File: config.mk
export PLATFORM = sky130hd
export DESIGN_NAME = victim_way_counter
export DESIGN_NICKNAME = d
export VERILOG_FILES = /design/src/logic/l1_ctrl_pkg.sv /design/src/logic/victim_way_counter.sv
export SDC_FILE = /design/constraint.sdc
export NUM_CORES = 1
export LEC_CHECK = 0
export BUFFER_PORTS_ARGS = -buffer_cell sky130_fd_sc_hd__buf_2
export CORE_MARGIN = 2
export CORE_UTILIZATION = 54
export DETAILED_ROUTE_END_ITERATION = 6
export PLACE_DENSITY = 0.7
export SLEW_MARGIN = 20
export SYNTH_ARGS = -nofsm -noshare
export SYNTH_HDL_FRONTEND = slang
export SYNTH_SLANG_ARGS = --single-unit
export TNS_END_PERCENT = 10
File: constraint.sdc
create_clock -name clk -period 8.9 [get_ports clk]
set_input_delay 1.78 -clock clk [delete_from_list [all_inputs] [get_ports clk]]
set_output_delay 1.78 -clock clk [all_outputs]
set_load 0.005 [all_outputs]
File: src/logic/l1_ctrl_pkg.sv
package l1_ctrl_pkg;

	// Cache geometry
	localparam int DCACHE_WAY = 4;
	localparam int DCACHE_SET = 64;
	localparam int LINE_BYTES = 64;
	localparam int INSTR_QUEUE_DEPTH = 2;

	localparam int ADDRESS_BITS = 32;
	localparam int WORD_BITS = 32;
	localparam int OFFSET_BITS = $clog2(LINE_BYTES);
	localparam int SET_BITS = $clog2(DCACHE_SET);
	localparam int TAG_BITS = ADDRESS_BITS - SET_BITS - OFFSET_BITS;
	localparam int WAY_BITS = $clog2(DCACHE_WAY);

	typedef logic [1:0] thread_id_t;
	typedef logic [TAG_BITS-1:0] dcache_tag_t;
	typedef logic [SET_BITS-1:0] dcache_set_t;
	typedef logic [WAY_BITS-1:0] dcache_way_idx_t;
	typedef logic [LINE_BYTES*8/WORD_BITS-1:0][WORD_BITS-1:0] dcache_line_t;
	typedef logic [LINE_BYTES-1:0] dcache_store_mask_t;

	typedef struct packed {
		dcache_tag_t tag;
		dcache_set_t index;
		logic [OFFSET_BITS-1:0] offset;
	} dcache_address_t;

	// Invalid line when both bits are clear
	typedef struct packed {
		logic can_read;
		logic can_write;
	} dcache_privileges_t;

	typedef enum logic {
		CC_UPDATE_INFO_DATA,
		CC_REPLACEMENT
	} cc_command_t;

	// Declaration order is the service priority
	typedef enum logic [2:0] {
		REPLACEMENT,
		FLUSH,
		STORE,
		LOAD,
		INSTR
	} req_kind_t;

	typedef struct packed {
		thread_id_t thread;
		dcache_address_t address;
	} miss_req_t;

	typedef struct packed {
		dcache_address_t address;
		dcache_line_t line;
		dcache_store_mask_t dirty_mask;
	} writeback_req_t;

	typedef struct packed {
		dcache_address_t address;
		dcache_line_t data;
		dcache_store_mask_t dirty_mask;
		logic read;
		logic write;
	} mem_req_t;

	typedef struct packed {
		dcache_way_idx_t way;
		dcache_address_t address;
		dcache_privileges_t privileges;
		dcache_line_t store_value;
		cc_command_t command;
	} ldst_update_t;

endpackage

File: src/logic/victim_way_counter.sv
`timescale 1ns/10ps

module victim_way_counter (
	input  logic                         clk,
	input  logic                         reset,
	input  l1_ctrl_pkg::dcache_set_t     set,
	input  logic                         step,
	output l1_ctrl_pkg::dcache_way_idx_t victim_way
);
	import l1_ctrl_pkg::*;

	// One round-robin pointer per set
	dcache_way_idx_t counters [DCACHE_SET];

	assign victim_way = counters[set];

	always_ff @(posedge clk, posedge reset) begin
		if (reset)
			counters <= '{default: '0};
		else if (step)
			counters[set] <= counters[set] + 1'b1;
	end

endmodule

# Yosys cells after proc, flatten, opt, wreduce, memory -nomap -nowiden
# Cells that the tools add are included.
dict set report word_totals {
  register_bits 128
  in_bits 9
}
dict set report classes {
  addsub 1
  order_cmp 2
  muxes 6
  bitwise 1
  reduce_logical 1
}
# op count
set op_table {}
lappend op_table {{$bwmux 128} 1}
lappend op_table {{$bmux 2 s6} 1}
lappend op_table {{$demux 2 s6} 1}
lappend op_table {{$ge 7x7->1 const B} 1}
lappend op_table {{$lt 7x1->1 const B} 1}
lappend op_table {{$not 6->7} 1}
lappend op_table {{$mux 2} 3}
lappend op_table {{$add 2x1->2 const B} 1}
lappend op_table {{$logic_and 1x1->1} 1}

# Longest topological paths before layout
# Gate-level depths: netlist (run 1).
dict set report logic_depth {
  word_depth 6
  ltp_mapped 12
}

# Worst setup path after synthesis (run 1)
# No wires, ideal clock.
dict set report synth_timing {
  kind {input to output}
  startpoint {input set[2]}
  endpoint {output victim_way[0]}
  t_arrival_ns 3.696
  slack_ns 3.424
  cell_stages 9
  n_path_buf 3
  path_cell_list {buf_6 -> nor2b_1 -> buf_4 -> a221oi_2 -> o22ai_1 -> a221o_1 -> nor4b_4 -> inv_1 -> clkbuf_1}
}
dict set report synth_between {
  elab_chain_len 4
}
# element line_no
set synth_lines {}
lappend synth_lines {{from (decl)} victim_way_counter.sv:6} ;# input l1_ctrl_pkg::dcache_set_t set,
lappend synth_lines {{$not 6->7 (not written as such)} victim_way_counter.sv:15} ;# assign victim_way = counters[set];
lappend synth_lines {{$bmux 2 s6} victim_way_counter.sv:15}
lappend synth_lines {{$mux 2 (not written as such) (2 in a row)} victim_way_counter.sv:15}
lappend synth_lines {{to (decl)} victim_way_counter.sv:8} ;# output l1_ctrl_pkg::dcache_way_idx_t victim_way
# No other way between the ends. The select of a mux whose other input is x is not followed.

# Worst setup path in the final report (run 1)
dict set report layout_timing {
  startpoint {input set[0]}
  endpoint {output victim_way[0]}
}
# The elaborated chain is that of the path after synthesis.

==> results_dict.tcl, run 1 <==
set metrics [dict create \
    die_h_microns 113.2 \
    dpl_worst_slack_ps 2886 \
    avgSynthCellArea_sq_um 11.67 \
    synth_cell_types 50 \
    layout.area.seq_sq_um 3203 \
    rr_startpoint "counters[50]" \
    area_growth_pct 10.04 \
    clkTransAtPathRegs_ps 60 \
    p_switching_mw 0.4819 \
    max_freq_mhz 165.4 \
    endpoint_kind "primary output" \
    overflow 0 \
    stdcell_count 701 \
    p_clk_share_pct 41.3 \
    drt_iter0_drc 429 \
    synthTopCellsByArea "dfrtp_1, mux2_2, mux2_4" \
    maxCapViolations 0 \
    globalplace.congestion 0.8989 \
    startpoint "set[0]" \
    track_usage_pct 27.15 \
    fin_area_sq_um 7091 \
    hold_viol 0 \
    total_power_mw 1.767 \
    drive_above_1_share_pct 30.47 \
    vias 4524 \
    initial_core_util_pct 55.95 \
    vdd_drop_max_mv 0.2111 \
    grt.met1_usage_pct 38.92 \
    grt_util_met2_pct 38.96 \
    p_int_mw 1.285 \
    ys_seq_area_share_pct 49.71 \
    cts_buffer_depth 2 \
    power_density_nw_per_um2 249.1 \
    cts_resized 0 \
    min_period_over_period_pct 67.95 \
    post_drt_wl_per_cell_microns 23.13 \
    cp.arrival_ps 4270 \
    dp_hpwl_microns 10390 \
    core_area_sq_um 11520 \
    slew_headroom_pct 40.94 \
    routed_via_density 6.454 \
    synth_top_cell_by_area "dfrtp_1" \
    antenna_found_initial 0 \
    yosys-top-cells-count "dfrtp_1, mux2_2, nand2_1" \
    min_period_ps 6047 \
    drc 0 \
    cts_tree "yes" \
    met3_usage_pct 7.499 \
    post_cts_buffers 0 \
    tightest_slew_ps 884.1 \
    fin_util_pct 61.57 \
    worstPathRequired_ps 7120 \
    drtPass1Iterations 5 \
    placementRows 39 \
    rsz0062_at_grt "no" \
    nets 554 \
    slew_viol_final 0 \
    final_antenna_net_count 0 \
    cts_root_buf "clkbuf_16" \
    largest-register "counters" \
    skew_ps 9.430 \
    ys.flop_type "dfrtp_1" \
    combPwrFrac_pct 15.5 \
    fin_worst_hold_slack_ps 477.2 \
    dpl_cell_area_sq_um 6466 \
    largest_reg_flops 128 \
    grt_max_degree 67 \
    fillerInstances 901 \
    fp.dieArea_sq_um 12820 \
    worst_slack_ps 2853 \
    clk_latency_ps 420 \
    ios 11 \
    critPathKind "input pin to primary output" \
    cts_sinks 128 \
    finalSetupViolCount 0 \
    dp.cells 669 \
    multi_input_area_sq_um 2975 \
    status "complete, no violations" \
    cts_hold_buf 0 \
    top_usage_layer "met2" \
    yosys_warnings 0 \
    reg.largest.list "counters: 128 flops" \
    start_kind "input pin" \
    grt_pass1_vias 4508 \
    synth_top_area_share_pct 49.71 \
    die_x_microns 113.2 \
    yosysMostFrequentCell "dfrtp_1" \
    routed_wl_microns 16220 \
    grt_pass1_wl_microns 26010 \
    min-delay-start "counters[58]" \
    syn_inst 552 \
    p_leak_nw 3.201 \
    hold_class "flop to flop" \
    portBuffers 10 \
    p_sw_share_pct 27.28 \
    synth_edf_count 0 \
    pwr-share-seq_pct 43.2 \
    worstPathMaxFanout 36 \
    cts_max_level 4 \
    cts_buffers 17 \
    tns_ps 0 \
    synthesis.nets 561 \
    synth-async-reset-ratio_pct 100.0 \
    syn_area_sq_um 6444 \
    synth_seq_cells 128 \
    n_antenna_cell 0 \
]
placed cells by master (no fill, tap or decap), drive strengths merged, types with 4 or more instances in the layout:
cell type and n:
clkinv 5, nor2 39, dfrtp 128, nand3 7, and3b 5, a22oi 6
o21ai 39, nor2b 4, mux4 4, mux2 105, inv 6, clkbuf 20
nand2 73, o22ai 8, a221o 5, a221oi 24, buf 15, nor3b 4
mux2i 8, and3 8
layout make-up:
cell class / instances / area share (%)
repair buffers: 15 / 1.235
clock inverters: 12 / 2.223
inverters: 5 / 0.3000
well taps: 143 / 2.523
multi-input cells: 378 / 41.96
clock buffers: 20 / 6.582
flip-flops and latches: 128 / 45.17
metal layers:
| layer | vias to the layer above | wire length, microns |
|---|---|---|
| li1 | 2003 | - |
| met4 | 0 | 542 |
| met2 | 213 | 7300 |
| met5 | - | 0 |
| met3 | 40 | 1240 |
| met1 | 2268 | 7134 |
kinds of logic (layout without fill, tap and decap cells):
group	after synthesis	after routing	synth area share, %
simple gates	161	161	12.02
flops	128	128	49.71
mux	117	117	22.62
compound gates	99	99	11.11
buf+inv	46	52	4.116
xor+xnor	1	1	0.4272
power by group through the flow:
| stage | Sequential, mW | Clock (mW) | Combinational, mW |
|---|---|---|---|
| after global routing | 0.773 | 0.766 | 0.300 |
| after floorplan | 0.737 | 0 | 0.233 |
| final | 0.763 | 0.729 | 0.275 |
| after detailed placement | 0.769 | 0 | 0.273 |
| after CTS | 0.761 | 0.739 | 0.273 |
| after global placement | 0.767 | 0 | 0.266 |
worst paths after layout:
kind | endpoint | slack [ps] | cells past startpoint
max in group asynchronous | counters[72] | 6040 | 3
min | counters[58] | 480 | 2
max | victim_way[0] | 2850 | 8
max reg2reg | counters[55] | 5550 | 9
min reg2reg | counters[58] | 480 | 2
min in group asynchronous | counters[63] | 1510 | 2
worst max-delay path, cell delays in order:
cell,delay (ps)
buf_2,600
nor2b_1,400
a221oi_1,440
o22ai_1,140
a22o_1,270
nor4b_4,360
inv_1,110
buf_2,140
Note: power is estimated with default switching activity, not from simulation.
==> inputs of run 2 (changes only) <==
Settings changed: ABC_AREA set to 1, PLACE_DENSITY 0.7 to 0.73.
Clock period 8.9 ns to 5.2 ns, I/O delays scaled along.
==> run 2 against run 1 <==
Against the previous run: the flow now finishes with violations (design-rule violations); register-to-register slack lost 2900 ps; clock-buffer cell count grew 7; sequential power grew 65%; largest power group unchanged; cell count grew 72%; clock skew grew 2.3 ps; critical endpoint is now victim_way[1]; die area grew 8.2%; routed wire length grew 11%; sequential share of layout area shrank 3.0 points; clock power grew 63%; synthesized area grew 8.5%; hold slack is essentially flat.
==> results_dict.tcl, run 2 <==
set metrics [dict create \
    critPathKind "input pin to primary output" \
    ys_seq_area_share_pct 45.81 \
    area_growth_pct 8.679 \
    routed_via_density 5.236 \
    min_period_ps 3917 \
    placementRows 41 \
    pwr-share-seq_pct 42.7 \
    synth_seq_cells 128 \
    synth_edf_count 0 \
    grt_pass1_wl_microns 30440 \
    die_h_microns 117.8 \
    syn_inst 1026 \
    clkTransAtPathRegs_ps 50 \
    cp.arrival_ps 2880 \
    status "finished with violations" \
    final_common_cell "nand2_1" \
    worstPathMaxFanout 78 \
    fin_util_pct 60.21 \
    rsz0062_at_grt "no" \
    largest-register "counters" \
    hold_class "flop to flop" \
    critPathTopFamily "buffers and inverters" \
    cts_root_buf "clkbuf_16" \
    vias 6315 \
    avgSynthCellArea_sq_um 6.815 \
    post_drt_wl_per_cell_microns 14.99 \
    synth_top_cell_by_area "dfrtp_1" \
    n_antenna_cell 0 \
    nets 1030 \
    clk_latency_ps 430 \
    portBuffers 10 \
    p_int_mw 2.087 \
    vdd_drop_max_mv 0.2914 \
    power_density_nw_per_um2 387.2 \
    combPwrFrac_pct 16.8 \
    cts_buffers 17 \
    core_area_sq_um 12620 \
    synth_top_area_share_pct 45.81 \
    p_leak_nw 4.023 \
    drive_above_1_share_pct 5.126 \
    globalplace.congestion 0.8460 \
    syn_area_sq_um 6992 \
    endpoint_kind "primary output" \
    skew_ps 11.75 \
    ys.flop_type "dfrtp_1" \
    dpl_worst_slack_ps 1282 \
    drtPass1Iterations 7 \
    yosysMostFrequentCell "nand2_1" \
    grt_max_degree 79 \
    cts_max_level 4 \
    slew_headroom_pct 41.27 \
    p_switching_mw 0.8546 \
    cts_buffer_depth 2 \
    dpl_cell_area_sq_um 7010 \
    critPathMostFrequentCell "nand2_1" \
    hold_viol 0 \
    reg.largest.list "counters: 128 flops" \
    synthTopCellsByArea "dfrtp_1, nand2_1, nand3_1" \
    finalSetupViolCount 0 \
    grt_pass1_vias 5993 \
    synthesis.nets 1035 \
    layout_common_cells "nand2_1, dfrtp_1, inv_1" \
    cts_hold_buf 0 \
    fp.dieArea_sq_um 13870 \
    cts_sinks 128 \
    start_kind "input pin" \
    worst_slack_ps 1283 \
    tns_ps 0 \
    initial_core_util_pct 55.40 \
    antenna_found_initial 0 \
    cts_resized 0 \
    synth_cell_types 21 \
    min_period_over_period_pct 75.32 \
    overflow 0 \
    fin_area_sq_um 7599 \
    cts_tree "yes" \
    drc 2 \
    fin_worst_hold_slack_ps 477.2 \
    slew_viol_final 0 \
    cp_slowest_cell "buf_4" \
    yosys_warnings 0 \
    track_usage_pct 27.91 \
    p_sw_share_pct 29.05 \
    routed_wl_microns 18080 \
    worstPathRequired_ps 4160 \
    critical_path.max_stage_delay_ps 620 \
    die_x_microns 117.8 \
    p_clk_share_pct 40.4 \
    drt_iter0_drc 556 \
    yosys-top-cells-count "nand2_1, dfrtp_1, inv_1" \
    path_cells "buf_2 > buf_4 > nand2_1 > o211ai_1 > nand2_1 > o21ai_1 > nand2_1 > nor2_1 > nand2_1 > buf_2" \
    ios 11 \
    violations "design-rule violations" \
    dp_hpwl_microns 10740 \
    max_freq_mhz 255.3 \
    synth-async-reset-ratio_pct 100.0 \
    post_cts_buffers 0 \
    maxCapViolations 0 \
    tightest_slew_ps 880.9 \
    cp.buffers_inverters 3 \
    largest_reg_flops 128 \
    final_antenna_net_count 0 \
]
-- run 2: cell types whose count changed after synthesis, moves of 43 or more --
cell / previous run / this run
inv_1: 4 / 97
mux2_2: 74 / 0
nand2_1: 73 / 496
nand3_1: 7 / 77
nor2_1: 39 / 90
o21ai_1: 0 / 43
-- run 2: through the flow --
| step | std cells | total power, mW |
|---|---|---|
| after floorplan | 1026 | 1.648 |
| after global placement | 1174 | 1.749 |
| after detailed placement | 1174 | 1.764 |
| after CTS | 1206 | 2.959 |
| after global routing | 1206 | 3.090 |
| final | 1206 | 2.942 |
-- run 2: metal layers --
| layer | vias to the layer above | global-route usage [%] | part of all wire (%) |
|---|---|---|---|
| met1 | 2934 | 38.90 | 46 |
| met3 | 38 | 6.250 | 6.8 |
| met4 | 0 | 10.32 | 2.2 |
| met2 | 211 | 42.81 | 45 |
| li1 | 3132 | - | - |
| met5 | - | 0 | 0 |
-- run 2: final timing paths --
| path | from | to | slack (ps) | cells after the start |
|---|---|---|---|---|
| hold reg to reg | counters[17] | counters[17] | 480 | 2 |
| hold / removal | counters[17] | counters[17] | 480 | 2 |
| setup / recovery | set[0] | victim_way[1] | 1280 | 10 |
| setup reg to reg | counters[4] | counters[107] | 2670 | 15 |
| min in group asynchronous | reset | counters[66] | 760 | 2 |
| max in group asynchronous | reset | counters[12] | 3440 | 3 |
-- run 2: power by group through the flow --
stage                     logic [mW]  clock network (mW)  registers [mW]
after CTS                      0.497                1.21            1.26
after detailed placement       0.495                   0            1.27
after global placement         0.483                   0            1.27
after global routing           0.574                1.24            1.28
after floorplan                0.405                   0            1.24
final                          0.495                1.19            1.26
-- run 2: cell families (layout without fill, tap and decap cells) --
kind of cell	count (synthesis)	in the layout	share of synthesized area [%]
DFF	128	128	45.81
and+or+nand+nor	679	679	38.48
AOI/OAI and AO/OA	75	75	5.548
buffers and inverters	144	152	10.16
-- run 2: tightest hold or removal path, stage by stage (launching register included) --
cell and delay, ps:
dfrtp_1 340, nand2_1 50, nand2_1 50
-- run 2: layout make-up --
type	instances	area (sq um)
Inverter	101	381.6
Tap cell	172	215.2
Sequential cell	128	3203
Multi-Input combinational cell	754	3080
Clock inverter	5	75.07
Timing Repair Buffer	19	130.1
Fill cell	1197	5021
Clock buffer	27	513.0
