--- src/logic/l1_ctrl_pkg.sv ---
package l1_ctrl_pkg;

	// Cache geometry
	localparam int DCACHE_WAY = 4;
	localparam int DCACHE_SET = 64;
	localparam int LINE_BYTES = 64;
	localparam int INSTR_QUEUE_DEPTH = 2;

	localparam int ADDRESS_BITS = 32;
	localparam int WORD_BITS = 32;
	localparam int OFFSET_BITS = $clog2(LINE_BYTES);
	localparam int SET_BITS = $clog2(DCACHE_SET);
	localparam int TAG_BITS = ADDRESS_BITS - SET_BITS - OFFSET_BITS;
	localparam int WAY_BITS = $clog2(DCACHE_WAY);

	typedef logic [1:0] thread_id_t;
	typedef logic [TAG_BITS-1:0] dcache_tag_t;
	typedef logic [SET_BITS-1:0] dcache_set_t;
	typedef logic [WAY_BITS-1:0] dcache_way_idx_t;
	typedef logic [LINE_BYTES*8/WORD_BITS-1:0][WORD_BITS-1:0] dcache_line_t;
	typedef logic [LINE_BYTES-1:0] dcache_store_mask_t;

	typedef struct packed {
		dcache_tag_t tag;
		dcache_set_t index;
		logic [OFFSET_BITS-1:0] offset;
	} dcache_address_t;

	// Invalid line when both bits are clear
	typedef struct packed {
		logic can_read;
		logic can_write;
	} dcache_privileges_t;

	typedef enum logic {
		CC_UPDATE_INFO_DATA,
		CC_REPLACEMENT
	} cc_command_t;

	// Declaration order is the service priority
	typedef enum logic [2:0] {
		REPLACEMENT,
		FLUSH,
		STORE,
		LOAD,
		INSTR
	} req_kind_t;

	typedef struct packed {
		thread_id_t thread;
		dcache_address_t address;
	} miss_req_t;

	typedef struct packed {
		dcache_address_t address;
		dcache_line_t line;
		dcache_store_mask_t dirty_mask;
	} writeback_req_t;

	typedef struct packed {
		dcache_address_t address;
		dcache_line_t data;
		dcache_store_mask_t dirty_mask;
		logic read;
		logic write;
	} mem_req_t;

	typedef struct packed {
		dcache_way_idx_t way;
		dcache_address_t address;
		dcache_privileges_t privileges;
		dcache_line_t store_value;
		cc_command_t command;
	} ldst_update_t;

endpackage

--- src/logic/snoop_way_match.sv ---
`timescale 1ns/10ps

module snoop_way_match (
	input  logic                                                        clk,
	input  logic                                                        reset,
	input  l1_ctrl_pkg::dcache_tag_t                                    granted_tag,
	input  l1_ctrl_pkg::dcache_tag_t        [l1_ctrl_pkg::DCACHE_WAY-1:0] snoop_tags,
	input  l1_ctrl_pkg::dcache_privileges_t [l1_ctrl_pkg::DCACHE_WAY-1:0] snoop_privileges,
	output logic                                                        snoop_hit,
	output logic                                                        ways_full,
	output l1_ctrl_pkg::dcache_way_idx_t                                matched_way
);
	import l1_ctrl_pkg::*;

	logic [DCACHE_WAY-1:0] way_busy;
	logic [DCACHE_WAY-1:0] way_hit;
	dcache_way_idx_t hit_idx;

	// Scan downwards so the lowest hitting way wins
	always_comb begin
		hit_idx = '0;
		for (int w = DCACHE_WAY - 1; w >= 0; w--) begin
			way_busy[w] = snoop_privileges[w].can_read | snoop_privileges[w].can_write;
			way_hit[w] = way_busy[w] && snoop_tags[w] == granted_tag;
			if (way_hit[w])
				hit_idx = dcache_way_idx_t'(w);
		end
	end

	assign snoop_hit = |way_hit;
	assign ways_full = &way_busy;

	always_ff @(posedge clk, posedge reset) begin
		if (reset)
			matched_way <= '0;
		else if (snoop_hit)
			matched_way <= hit_idx;
	end

endmodule

--- config.mk ---
export PLATFORM = sky130hd
export DESIGN_NAME = snoop_way_match
export DESIGN_NICKNAME = d
export VERILOG_FILES = /design/src/logic/l1_ctrl_pkg.sv /design/src/logic/snoop_way_match.sv
export SDC_FILE = /design/constraint.sdc
export NUM_CORES = 1
export LEC_CHECK = 0
export ABC_AREA = 1
export BUFFER_PORTS_ARGS = -buffer_cell sky130_fd_sc_hd__buf_2
export CAP_MARGIN = 0
export CORE_AREA = 2 2 73 75
export CTS_BUF_LIST = sky130_fd_sc_hd__clkbuf_4 sky130_fd_sc_hd__clkbuf_8
export DETAILED_ROUTE_END_ITERATION = 8
export DIE_AREA = 0 0 75 77
export GPL_TIMING_DRIVEN = 1
export HOLD_SLACK_MARGIN = 0.06
export PLACE_DENSITY_LB_ADDON = 0.1
export SLEW_MARGIN = 10
export SYNTH_ARGS = -nofsm -noshare
export SYNTH_HDL_FRONTEND = slang
export SYNTH_SLANG_ARGS = --single-unit
--- constraint.sdc ---
create_clock -name clk -period 2.5 [get_ports clk]
set_input_delay 0.5 -clock clk [delete_from_list [all_inputs] [get_ports clk]]
set_output_delay 0.5 -clock clk [all_outputs]
set_load 0.02 [all_outputs]
Word-level counts from Yosys, hierarchy flattened
Cells that the tools add are included.

word-level totals
  flip-flop bits (word level) = 2
  output and inout bits = 4

cells by class
  bitwise logic cells = 4
  equal/unequal tests = 4
  muxes and demuxes = 4
  reduce and logical (&&, ||, !) cells = 6

operators by type and width
  operator              count
  20-bit equality test  4
  2-bit 2-to-1 mux      4
  1-bit logical AND     4
  1-bit bitwise OR      4
  4-bit AND reduction   1
  4-bit OR reduction    1

Depth between registers and ports, before layout
Gate-level depths: netlist of the first run.

  depth after elaboration = 6
  gate-level depth with buffers = 12
  gate-level depth less buffers = 12

Least setup slack after synthesis of the first run
OpenSTA, ideal clock, no wires.

  kind = input to output
  from = input port granted_tag[17]
  to = output port snoop_hit
  arrival = 1.261 ns
  setup slack = 0.739 ns
  stages on the path = 6
  cell sequence = buf_4 nand2_1 nand4_1 nor3_1 nand3_1 nand4_1

between the ends
  cells in the longest elaborated chain, start to end = 3
  elaborated cells on any way between the ends = 9

ends and longest elaborated chain
  element                 RTL line               source
  start: declaration      snoop_way_match.sv:6   input l1_ctrl_pkg::dcache_tag_t granted_tag,
  20-bit equality test    snoop_way_match.sv:24  way_hit[w] = way_busy[w] && snoop_tags[w] == granted_tag;
  1-bit logical AND       snoop_way_match.sv:24
  4-bit OR reduction (*)  snoop_way_match.sv:30  assign snoop_hit = |way_hit;
  end: declaration        snoop_way_match.sv:9   output logic snoop_hit,

Mark *: on every way between the ends. The rest lies on a longest branch, timed or not.

Worst setup path after layout of the first run
  from = input port granted_tag[2]
  to = output port snoop_hit

Same word-level chain as after synthesis.

==> results.md, run 1 <==
* Leakage power at 0.001986 uW
* Fin util at 57.01%
* PostCTS Resize Cnt at 0
* # diodes at 0
* Vias at 3254
* Initial Util at 43.21%
* Post-CTS setup buffers at 0
* Inserted Clock Buffers at 3
* Seq cells post-synth at 2
* Ratio of cells with drive above 1 in the final layout at 25.37%
* Final Critical Period at 2187 ps
* CP max FO at 4
* WP data arrival at 1690 ps
* Req. time, crit path at 2000 ps
* Clk root buf: clkbuf_8
* I/O pin count at 114
* Max reg flops at 2
* Die area at 5775 um^2
* Final wirelength at 8688 um
* Final #Nets at 727
* H-tree depth at 1
* Final setup violation count at 0
* Final RePlAce weighted congestion at 1.017
* CP peak stage delay at 320 ps
* Buffers plus inverters on the worst setup path at 2
* CTS max path bufs at 2
* Number of global-route vias before repair at 2986
* Syn Inst Count at 500
* DRT iter0 DRCs at 221
* Clk pwr share at 20.5%
* Final Hold Fails at 0
* Slowest CP cell: xnor2_1
* TritonCTS Sinks at 2
* Pins Over Slew Limit at 0
* Most used DFF post-synth: dfrtp_1
* Synthesis Warnings at 0
* R2r setup slk at 1830 ps
* Syn_nets at 610
* Synthesized area at 2151 um^2
* Worst setup SP type: input pin
* Largest registers: matched_way: 2 flops
* Largest net degree at the start of global routing at 10
* Unrepaired setup endpoints after global routing: no
* Worst Path Class, Setup: input pin to output pin
* Share of the yosys chip area belonging to registers at 2.327%
* First-pass DRT Iterations at 5
* Worst Hold Class: input pin to asynchronous set/reset pin
* Initial antenna violation count at 0
* Highest Clock Rate at 457.3 MHz
* Global-route wire length before repair at 13250 um
* Clock Latency Late Sink at 210 ps
* CP delay by family, top: simple AND/OR/NAND/NOR gates
* Gr ovfl total at 0
* Layout Skew at 0 ps
* Die Y at 77 um
* Clock transition at path regs at 30 ps
* Comb pwr share at 74.1%
* Total power per unit cell area at 212.9 nW/um^2
* CTS tree: built
* Slew Limit Headroom at 76.70%
* Worst-margin pin slew at 346.9 ps
* Worst reg-to-reg path cell count at 2
* Mean Syn Cell Area at 4.302 um^2
* Biggest register: matched_way
* Number of synthesized flops with an enable pin at 0
* # port buffers at 113
* Hpwl dp at 7826 um
* Fraction of registers with async set/reset at 100.0%
* Antenna Violating Nets Remaining at 0
* GRT Total Usage at 30.09%
* Worst vdd ir at 0.0002522 V
* Worst path cell trace: buf_2, xnor2_1, nand3_1, nor3_1, nand3_1, nand4_1, buf_2
* Sequential fraction of design power at 5.4%
* CP endpoint kind: output pin
* Setup TNS at 0 ps
* Crit share post-route at 87.48%
* Max_cap viols at 0
* Hold-fix buffers, CTS at 0
* Vias per cell at 4.750
* Synth cell types at 20
* DRC Markers at 0
* Net Sw Power at 300.1 uW
* Die W at 75 um
* Site row count at 26
* Status: finished, final reports clean
* Worst flop-to-flop path startpoint: matched_way[1]$_DFFE_PP0P_
* P_int at 304.1 uW
* Sw frac at 49.67%
* Area growth from synthesis to layout at 31.94%
* Wire per inst at 12.68 um
* Reg-to-reg endpoint: matched_way[1]$_DFFE_PP0P_
* Area of the core at 4977 um^2
kinds of logic (layout without fill, tap and decap cells):
logic type | Yosys count | in the layout | synth area share (%)
DFF | 2 | 2 | 2.327
buffers and inverters | 110 | 225 | 19.37
and+or+nand+nor | 362 | 362 | 69.81
xor gates and xnor gates | 13 | 13 | 5.294
AOI/OAI and AO/OA | 13 | 13 | 3.199
Yosys cell counts, types with 2 or more instances:
library cell / number / area, um^2
a21oi_1: 5 / 25.02
nor2_1: 60 / 225.2
nor3_1: 6 / 30.03
inv_1: 88 / 330.3
nand2_1: 234 / 878.3
o21ai_0: 7 / 35.03
nand3_2: 2 / 20.02
dfrtp_1: 2 / 50.05
nand3_1: 23 / 115.1
xnor2_1: 12 / 105.1
nand4_1: 18 / 112.6
nor2_2: 10 / 62.56
inv_2: 21 / 78.83
nand2_2: 6 / 37.54
final cells by class:
type                       instances  area, um^2
timing repair buffer             113       565.5
sequential                         2       50.05
multi-input combinational        388        1684
clock buffer                       3       41.29
tap                               70       87.58
inverter                         109       409.1
fill                             588        2140
worst register-to-register path, stage by stage, from the launching register on:
cell and delay (ps):
dfrtp_1 370, o21ai_2 150, inv_2 40
power groups by stage:
stage               combinational [uW]  sequential [uW]  clock (uW)
CTS                                441             32.7         126
global placement                   437             33.0           0
global route                       501             32.7         130
detailed placement                 439             33.0           0
finish                             448             32.7         124
floorplan                          245             33.1           0
stage by stage:
step	instance area [um^2]	hold slack, ps	cells	setup WS, ps	power [uW]
final	2838	136.3	685	313.1	604.2
after global routing	2838	144.9	685	155.9	663.5
after CTS	2838	136.7	685	351.5	599.2
after detailed placement	2796	356.5	682	348.9	472.0
after global placement	2796	350.4	682	325.3	470.5
after floorplan	2151	241.2	500	738.8	277.8
worst max-delay path by stage:
| stage | endpoint | start | depth (start not counted) |
|---|---|---|---|
| after floorplan | snoop_hit | granted_tag[17] | 6 |
| after global placement | snoop_hit | granted_tag[7] | 10 |
| after detailed placement | snoop_hit | granted_tag[7] | 10 |
| after CTS | snoop_hit | granted_tag[7] | 10 |
| after global routing | snoop_hit | granted_tag[2] | 7 |
| final | snoop_hit | granted_tag[2] | 7 |
routing by layer:
layer	share of wire, %	global-route usage (%)
met5	0	0
met3	7.8	2.234
met1	44	41.47
met4	1.9	8.393
met2	46	49.21
cell usage in the layout (no fill, tap or decap):
cell / Yosys / routed
clkbuf_8: 0 / 3
nand3_1: 23 / 23
or2_0: 1 / 1
nor3_1: 6 / 6
nand2_1: 234 / 234
xnor2_1: 12 / 12
o21ai_2: 1 / 1
dfrtp_1: 2 / 2
inv_1: 88 / 88
buf_2: 0 / 113
nand3b_1: 1 / 1
inv_2: 21 / 21
nor2_1: 60 / 60
or2_1: 1 / 1
nand3_2: 2 / 2
o21ai_0: 7 / 7
xor2_1: 1 / 1
nor2_2: 10 / 10
nand4_1: 18 / 18
a21oi_1: 5 / 5
nand2_2: 6 / 6
Power figures use the tool's default switching activity.
==> run 2, diff against run 1 <==
Settings changed: REMOVE_ABC_BUFFERS set to 1.
Clock period 2.5 ns to 2.3 ns, I/O delays scaled along.
==> run 2 against run 1 <==
Effect of this change: clock-buffer cell count unchanged; sequential share of layout area about the same; final cell count increased by 0.15%; die area unchanged; setup slack got worse by 140 ps; critical path depth unchanged; critical path type unchanged; critical endpoint unchanged; largest power group unchanged; highest routed layer unchanged.
==> results.md, run 2 (synthesized netlist as in run 1, its figures left out) <==
* Worst Hold Class: input pin to asynchronous set/reset pin (unchanged)
* Ratio of cells with drive above 1 in the final layout at 25.49% (was 25.37%)
* Slew Limit Headroom at 76.48% (was 76.70%)
* Die Y at 77 um (unchanged)
* CTS tree: built (unchanged)
* H-tree depth at 1 (unchanged)
* Slowest CP cell: xnor2_1 (unchanged)
* Final Hold Fails at 0 (unchanged)
* Req. time, crit path at 1840 ps (was 2000 ps)
* Final setup violation count at 0 (unchanged)
* Worst path cell trace: buf_2, xnor2_1, nand3_1, nor3_1, nand3_1, nand4_1, buf_2 (unchanged)
* Placed insts at 683 (was 682)
* Max_cap viols at 0 (unchanged)
* Number of global-route vias before repair at 2907 (was 2986)
* CP endpoint kind: output pin (unchanged)
* Gr ovfl total at 0 (unchanged)
* Status: finished, final reports clean (unchanged)
* Area growth from synthesis to layout at 32.29% (was 31.94%)
* CP delay by family, top: simple AND/OR/NAND/NOR gates (unchanged)
* Unrepaired setup endpoints after global routing: no (unchanged)
* Total power per unit cell area at 231.9 nW/um^2 (was 212.9 nW/um^2)
* Clock transition at path regs at 30 ps (about the same)
* Wire per inst at 12.84 um (was 12.68 um)
* Die W at 75 um (unchanged)
* Worst Path Class, Setup: input pin to output pin (unchanged)
* DRC Markers at 0 (unchanged)
* # diodes at 0 (unchanged)
* Worst reg-to-reg path cell count at 2 (unchanged)
* Reg-to-reg endpoint: matched_way[1]$_DFFE_PP0P_ (unchanged)
* Hpwl dp at 7943 um (was 7826 um)
* PostCTS Resize Cnt at 0 (unchanged)
* Largest registers: matched_way: 2 flops (unchanged)
* Met3 wire len at 682 um (was 678 um)
* Site row count at 26 (unchanged)
* First-pass DRT Iterations at 6 (was 5)
* CP max FO at 4 (unchanged)
* # port buffers at 113 (unchanged)
* Buffers plus inverters on the worst setup path at 2 (unchanged)
* Biggest register: matched_way (unchanged)
* Final RePlAce weighted congestion at 1.032 (was 1.017)
* Clk root buf: clkbuf_8 (unchanged)
* Final instance area at 2845 um^2 (was 2838 um^2)
* Initial antenna violation count at 0 (unchanged)
* WP data arrival at 1670 ps (was 1690 ps)
* Most frequent cells in the layout: nand2_1 (234), buf_2 (113), inv_1 (88) (unchanged)
* Commonest non-fill, non-tap cell in the layout: nand2_1 (unchanged)
* Global-route wire length before repair at 13370 um (was 13250 um)
* Final cell count without fillers at 686 (was 685)
* TritonCTS Sinks at 2 (unchanged)
* Highest Clock Rate at 470.2 MHz
* Leakage power at 0.001991 uW (was 0.001986 uW)
* Layout Skew at 0 ps (unchanged)
* Final #Nets at 728 (was 727)
* Post-CTS setup buffers at 0 (unchanged)
* Pins Over Slew Limit at 0 (unchanged)
* Crit share post-route at 92.47%
* M1 WL at 3862 um (was 3844 um)
* Antenna Violating Nets Remaining at 0 (unchanged)
* Die area at 5775 um^2 (unchanged)
* Fin util at 57.16% (was 57.01%)
* Largest net degree at the start of global routing at 9 (was 10)
* Cell Area, Placed at 2804 um^2 (was 2796 um^2)
* Clock Latency Late Sink at 210 ps (about the same)
* Max reg flops at 2 (unchanged)
* Area of the core at 4977 um^2 (unchanged)
* DRT iter0 DRCs at 215 (was 221)
* Hold-fix buffers, CTS at 0 (unchanged)
* CTS max path bufs at 2 (unchanged)
* Final wirelength at 8807 um (was 8688 um)
* Routed wl met2 at 4015 um (was 3996 um)
* Setup TNS at 0 ps (unchanged)
* CP startpoint: granted_tag[2] (unchanged)
* CP peak stage delay at 330 ps (was 320 ps)
* Vias at 3294 (was 3254)
* Worst setup SP type: input pin (unchanged)
* Worst flop-to-flop path startpoint: matched_way[1]$_DFFE_PP0P_ (unchanged)
* Vias per cell at 4.802 (was 4.750)
* R2r setup slk at 1630 ps (was 1830 ps)
* GRT Total Usage at 30.54% (was 30.09%)
* Inserted Clock Buffers at 3 (unchanged)
* Top layer in use: met4 (unchanged)
* Final Critical Period at 2127 ps
* I/O pin count at 114 (unchanged)
* Worst vdd ir at 0.0002028 V (was 0.0002522 V)
* Initial Util at 43.21% (unchanged)
* Worst-margin pin slew at 350.2 ps (was 346.9 ps)
-- run 2: changes by cell type in the layout (fill, tap and decap cells not counted) --
cell	change
buf_4	+1
-- run 2: report_power, final --
group | internal [uW] | total [uW] | switching (uW) | leakage, uW
logic | 186 | 490 | 304 | 0.00194
registers | 35.5 | 35.6 | 0.0237 | 0.0000280
clock network | 110 | 134 | 23.9 | 0.0000216
total | 332 | 660 | 328 | 0.00199
-- run 2: worst max path at each step --
stage,to,slack (ps),depth (start not counted)
after floorplan,snoop_hit,700,5
after global placement,snoop_hit,210,9
after detailed placement,snoop_hit,230,7
after CTS,snoop_hit,220,7
after global routing,snoop_hit,100,7
final,snoop_hit,170,7
-- run 2: area by class of cell --
| cell class | instances | area (um^2) |
|---|---|---|
| Fill cell | 574 | 2132 |
| Tap cell | 70 | 87.58 |
| Sequential cell | 2 | 50.05 |
| Multi-Input combinational cell | 388 | 1684 |
| Clock buffer | 3 | 41.29 |
| Inverter | 109 | 409.1 |
| Timing Repair Buffer | 114 | 573.1 |
-- run 2: layer usage --
metal  vias up  GRT usage [%]
met5         -              0
met4         0          7.321
met3        18          2.760
met2       142          51.40
met1      1423          41.00
li1       1711              -
-- run 2: metrics by stage --
stage,total power [uW],setup WS [ps],hold WS [ps]
after floorplan,299.0,696.0,201.2
after global placement,515.2,212.7,310.6
after detailed placement,516.2,227.6,313.2
after CTS,655.4,218.2,96.05
after global routing,723.7,100.4,112.7
final,659.7,173.3,98.75
==> run 3, diff against run 2 <==
Settings changed: CELL_PAD_IN_SITES_DETAIL_PLACEMENT set to 0, CELL_PAD_IN_SITES_GLOBAL_PLACEMENT set to 1, CORE_AREA 2 2 73 75 to 2 2 91 93, DIE_AREA 0 0 75 77 to 0 0 93 95.
==> run 3 against run 2 <==
Effect of this change: register-to-register slack about the same; setup slack improved by 4.8 ps; largest power group unchanged; clock power about the same; global-route usage decreased by 8.4 points; critical path type unchanged; utilization decreased by 21 points.
==> results.md, run 3 (synthesized netlist as in run 1, its figures left out) <==
* Status: finished, final reports clean (unchanged)
* Net Sw Power at 336.3 uW (was 328.1 uW)
* Die area at 8835 um^2 (was 5775 um^2)
* Fillers at 1024 (was 574)
* Worst Path Class, Setup: input pin to output pin (unchanged)
* Commonest non-fill, non-tap cell in the layout: nand2_1 (unchanged)
* Die W at 93 um (was 75 um)
* CTS tree: built (unchanged)
* Largest registers: matched_way: 2 flops (unchanged)
* Area of the core at 7928 um^2 (was 4977 um^2)
* Final Hold Fails at 0 (unchanged)
* TritonCTS Sinks at 2 (unchanged)
* M1 WL at 4624 um (was 3862 um)
* Inserted Clock Buffers at 3 (unchanged)
* PostCTS Resize Cnt at 0 (unchanged)
* First-pass DRT Iterations at 5 (was 6)
* Clk root buf: clkbuf_8 (unchanged)
* P_int at 331.6 uW (about the same)
* Hpwl dp at 9039 um (was 7943 um)
* Met3 wire len at 498 um (was 682 um)
* Antenna Violating Nets Remaining at 0 (unchanged)
* Initial Util at 27.13% (was 43.21%)
* Worst flop-to-flop path startpoint: matched_way[1]$_DFFE_PP0P_ (unchanged)
* Total power per unit cell area at 230.8 nW/um^2 (was 231.9 nW/um^2)
* Worst setup SP type: input pin (unchanged)
* Comb pwr share at 74.6% (was 74.3%)
* Max_cap viols at 0 (unchanged)
* Vias at 3227 (was 3294)
* Leakage power at 0.001991 uW (about the same)
* Final #Nets at 728 (unchanged)
* Wire per inst at 13.78 um (was 12.84 um)
* Sequential fraction of design power at 5.3% (was 5.4%)
* Buffers plus inverters on the worst setup path at 3 (was 2)
* Ratio of cells with drive above 1 in the final layout at 25.65% (was 25.49%)
* Gr ovfl total at 0 (unchanged)
* Global-route wire length before repair at 14770 um (was 13370 um)
* Crit share post-route at 92.26% (was 92.47%)
* Number of global-route vias before repair at 2933 (was 2907)
* GRT Total Usage at 22.14% (was 30.54%)
* DRT iter0 DRCs at 153 (was 215)
* DRC Markers at 0 (unchanged)
* Die Y at 95 um (was 77 um)
* Seq. cell area at 50.05 um^2 (unchanged)
* Clk pwr share at 20.0% (was 20.3%)
* Post-CTS setup buffers at 0 (unchanged)
* CP max FO at 5 (was 4)
* Setup TNS at 0 ps (unchanged)
* Final wirelength at 9934 um (was 8807 um)
* Site row count at 33 (was 26)
* Unrepaired setup endpoints after global routing: no (unchanged)
* Largest net degree at the start of global routing at 10 (was 9)
* I/O pin count at 114 (unchanged)
* CP startpoint: granted_tag[7] (was granted_tag[2])
* Sw frac at 50.35% (was 49.73%)
* Final Critical Period at 2122 ps (was 2127 ps)
* Max reg flops at 2 (unchanged)
* CP endpoint kind: output pin (unchanged)
* Worst-margin pin slew at 389.0 ps (was 350.2 ps)
* CTS max path bufs at 2 (unchanged)
* # diodes at 0 (unchanged)
* Biggest register: matched_way (unchanged)
* Initial antenna violation count at 0 (unchanged)
* # port buffers at 113 (unchanged)
* Routed wl met2 at 4760 um (was 4015 um)
* CP peak stage delay at 180 ps (was 330 ps)
* CP delay by family, top: simple AND/OR/NAND/NOR gates (unchanged)
* Req. time, crit path at 1840 ps (about the same)
* WP data arrival at 1660 ps (was 1670 ps)
* Slowest CP cell: buf_2 (was xnor2_1)
* Final RePlAce weighted congestion at 0.9346 (was 1.032)
* Slew Limit Headroom at 73.88% (was 76.48%)
* Area occupied by multi-input gates at 1689 um^2 (was 1684 um^2)
* Worst path cell trace: buf_2, inv_2, nand2_1, nand2_1, a21oi_1, nand3_1, nor2_1, nand3_1, nand4_1, buf_2 (was buf_2, xnor2_1, nand3_1, nor3_1, nand3_1, nand4_1, buf_2)
* Vias per cell at 4.476 (was 4.802)
* Clock transition at path regs at 30 ps (about the same)
* H-tree depth at 1 (unchanged)
* Worst Hold Class: input pin to asynchronous set/reset pin (unchanged)
* Hold-fix buffers, CTS at 0 (unchanged)
* Worst vdd ir at 0.00007027 V (was 0.0002028 V)
* Pins Over Slew Limit at 0 (unchanged)
* Most frequent cells in the layout: nand2_1 (234), buf_2 (113), inv_1 (88) (unchanged)
* Final setup violation count at 0 (unchanged)
* Top layer in use: met4 (unchanged)
* Final Power at 667.9 uW (was 659.7 uW)
* Highest Clock Rate at 471.3 MHz (was 470.2 MHz)
* Clock Latency Late Sink at 200 ps (was 210 ps)
* Layout Skew at 0 ps (unchanged)
* Area growth from synthesis to layout at 34.56% (was 32.29%)
[run 3: changes by cell type in the layout (fill, tap and decap cells not counted)]
cell	change
nor3_1	-1
nor3_2	+1
[run 3: power groups by stage]
stage / combinational (uW) / clock, uW / sequential (uW)
after floorplan: 263 / 0 / 35.9
after global placement: 496 / 0 / 35.9
after detailed placement: 495 / 0 / 35.9
after CTS: 497 / 138 / 35.6
after global routing: 559 / 143 / 35.5
final: 498 / 134 / 35.6
[run 3: layout make-up]
cell class,instances,area share [%]
clock buffer,3,1.427
inverter,109,14.14
multi-input combinational,388,58.37
sequential,2,1.729
tap,105,4.540
timing repair buffer,114,19.80
[run 3: worst paths after layout]
kind,end,slack [ps],cells past startpoint
worst max-delay path,snoop_hit,180,10
worst min-delay path,matched_way[1]$_DFFE_PP0P_,100,2
worst max register to register,matched_way[1]$_DFFE_PP0P_,1640,2
worst min register to register,matched_way[0]$_DFFE_PP0P_,480,2
max in group asynchronous,matched_way[0]$_DFFE_PP0P_,2100,2
min in group clk,matched_way[0]$_DFFE_PP0P_,480,2
[run 3: layer usage]
metal / vias up / GRT usage, %
li1: 1714 / -
met1: 1414 / 30.24
met2: 95 / 39.98
met3: 4 / 0.7981
met4: 0 / 2.451
met5: - / 0
[run 3: through the flow]
stage	util, %	hold WS (ps)	instance area [um^2]	instances	setup slack, ps
floorplan	-	201.2	2143	499	696.0
global placement	35.92	309.1	2848	718	134.4
detailed placement	35.92	314.5	2848	718	157.5
CTS	36.44	97.61	2889	721	154.5
global route	36.51	99.03	2894	721	15.24
finish	36.51	97.67	2894	721	178.0
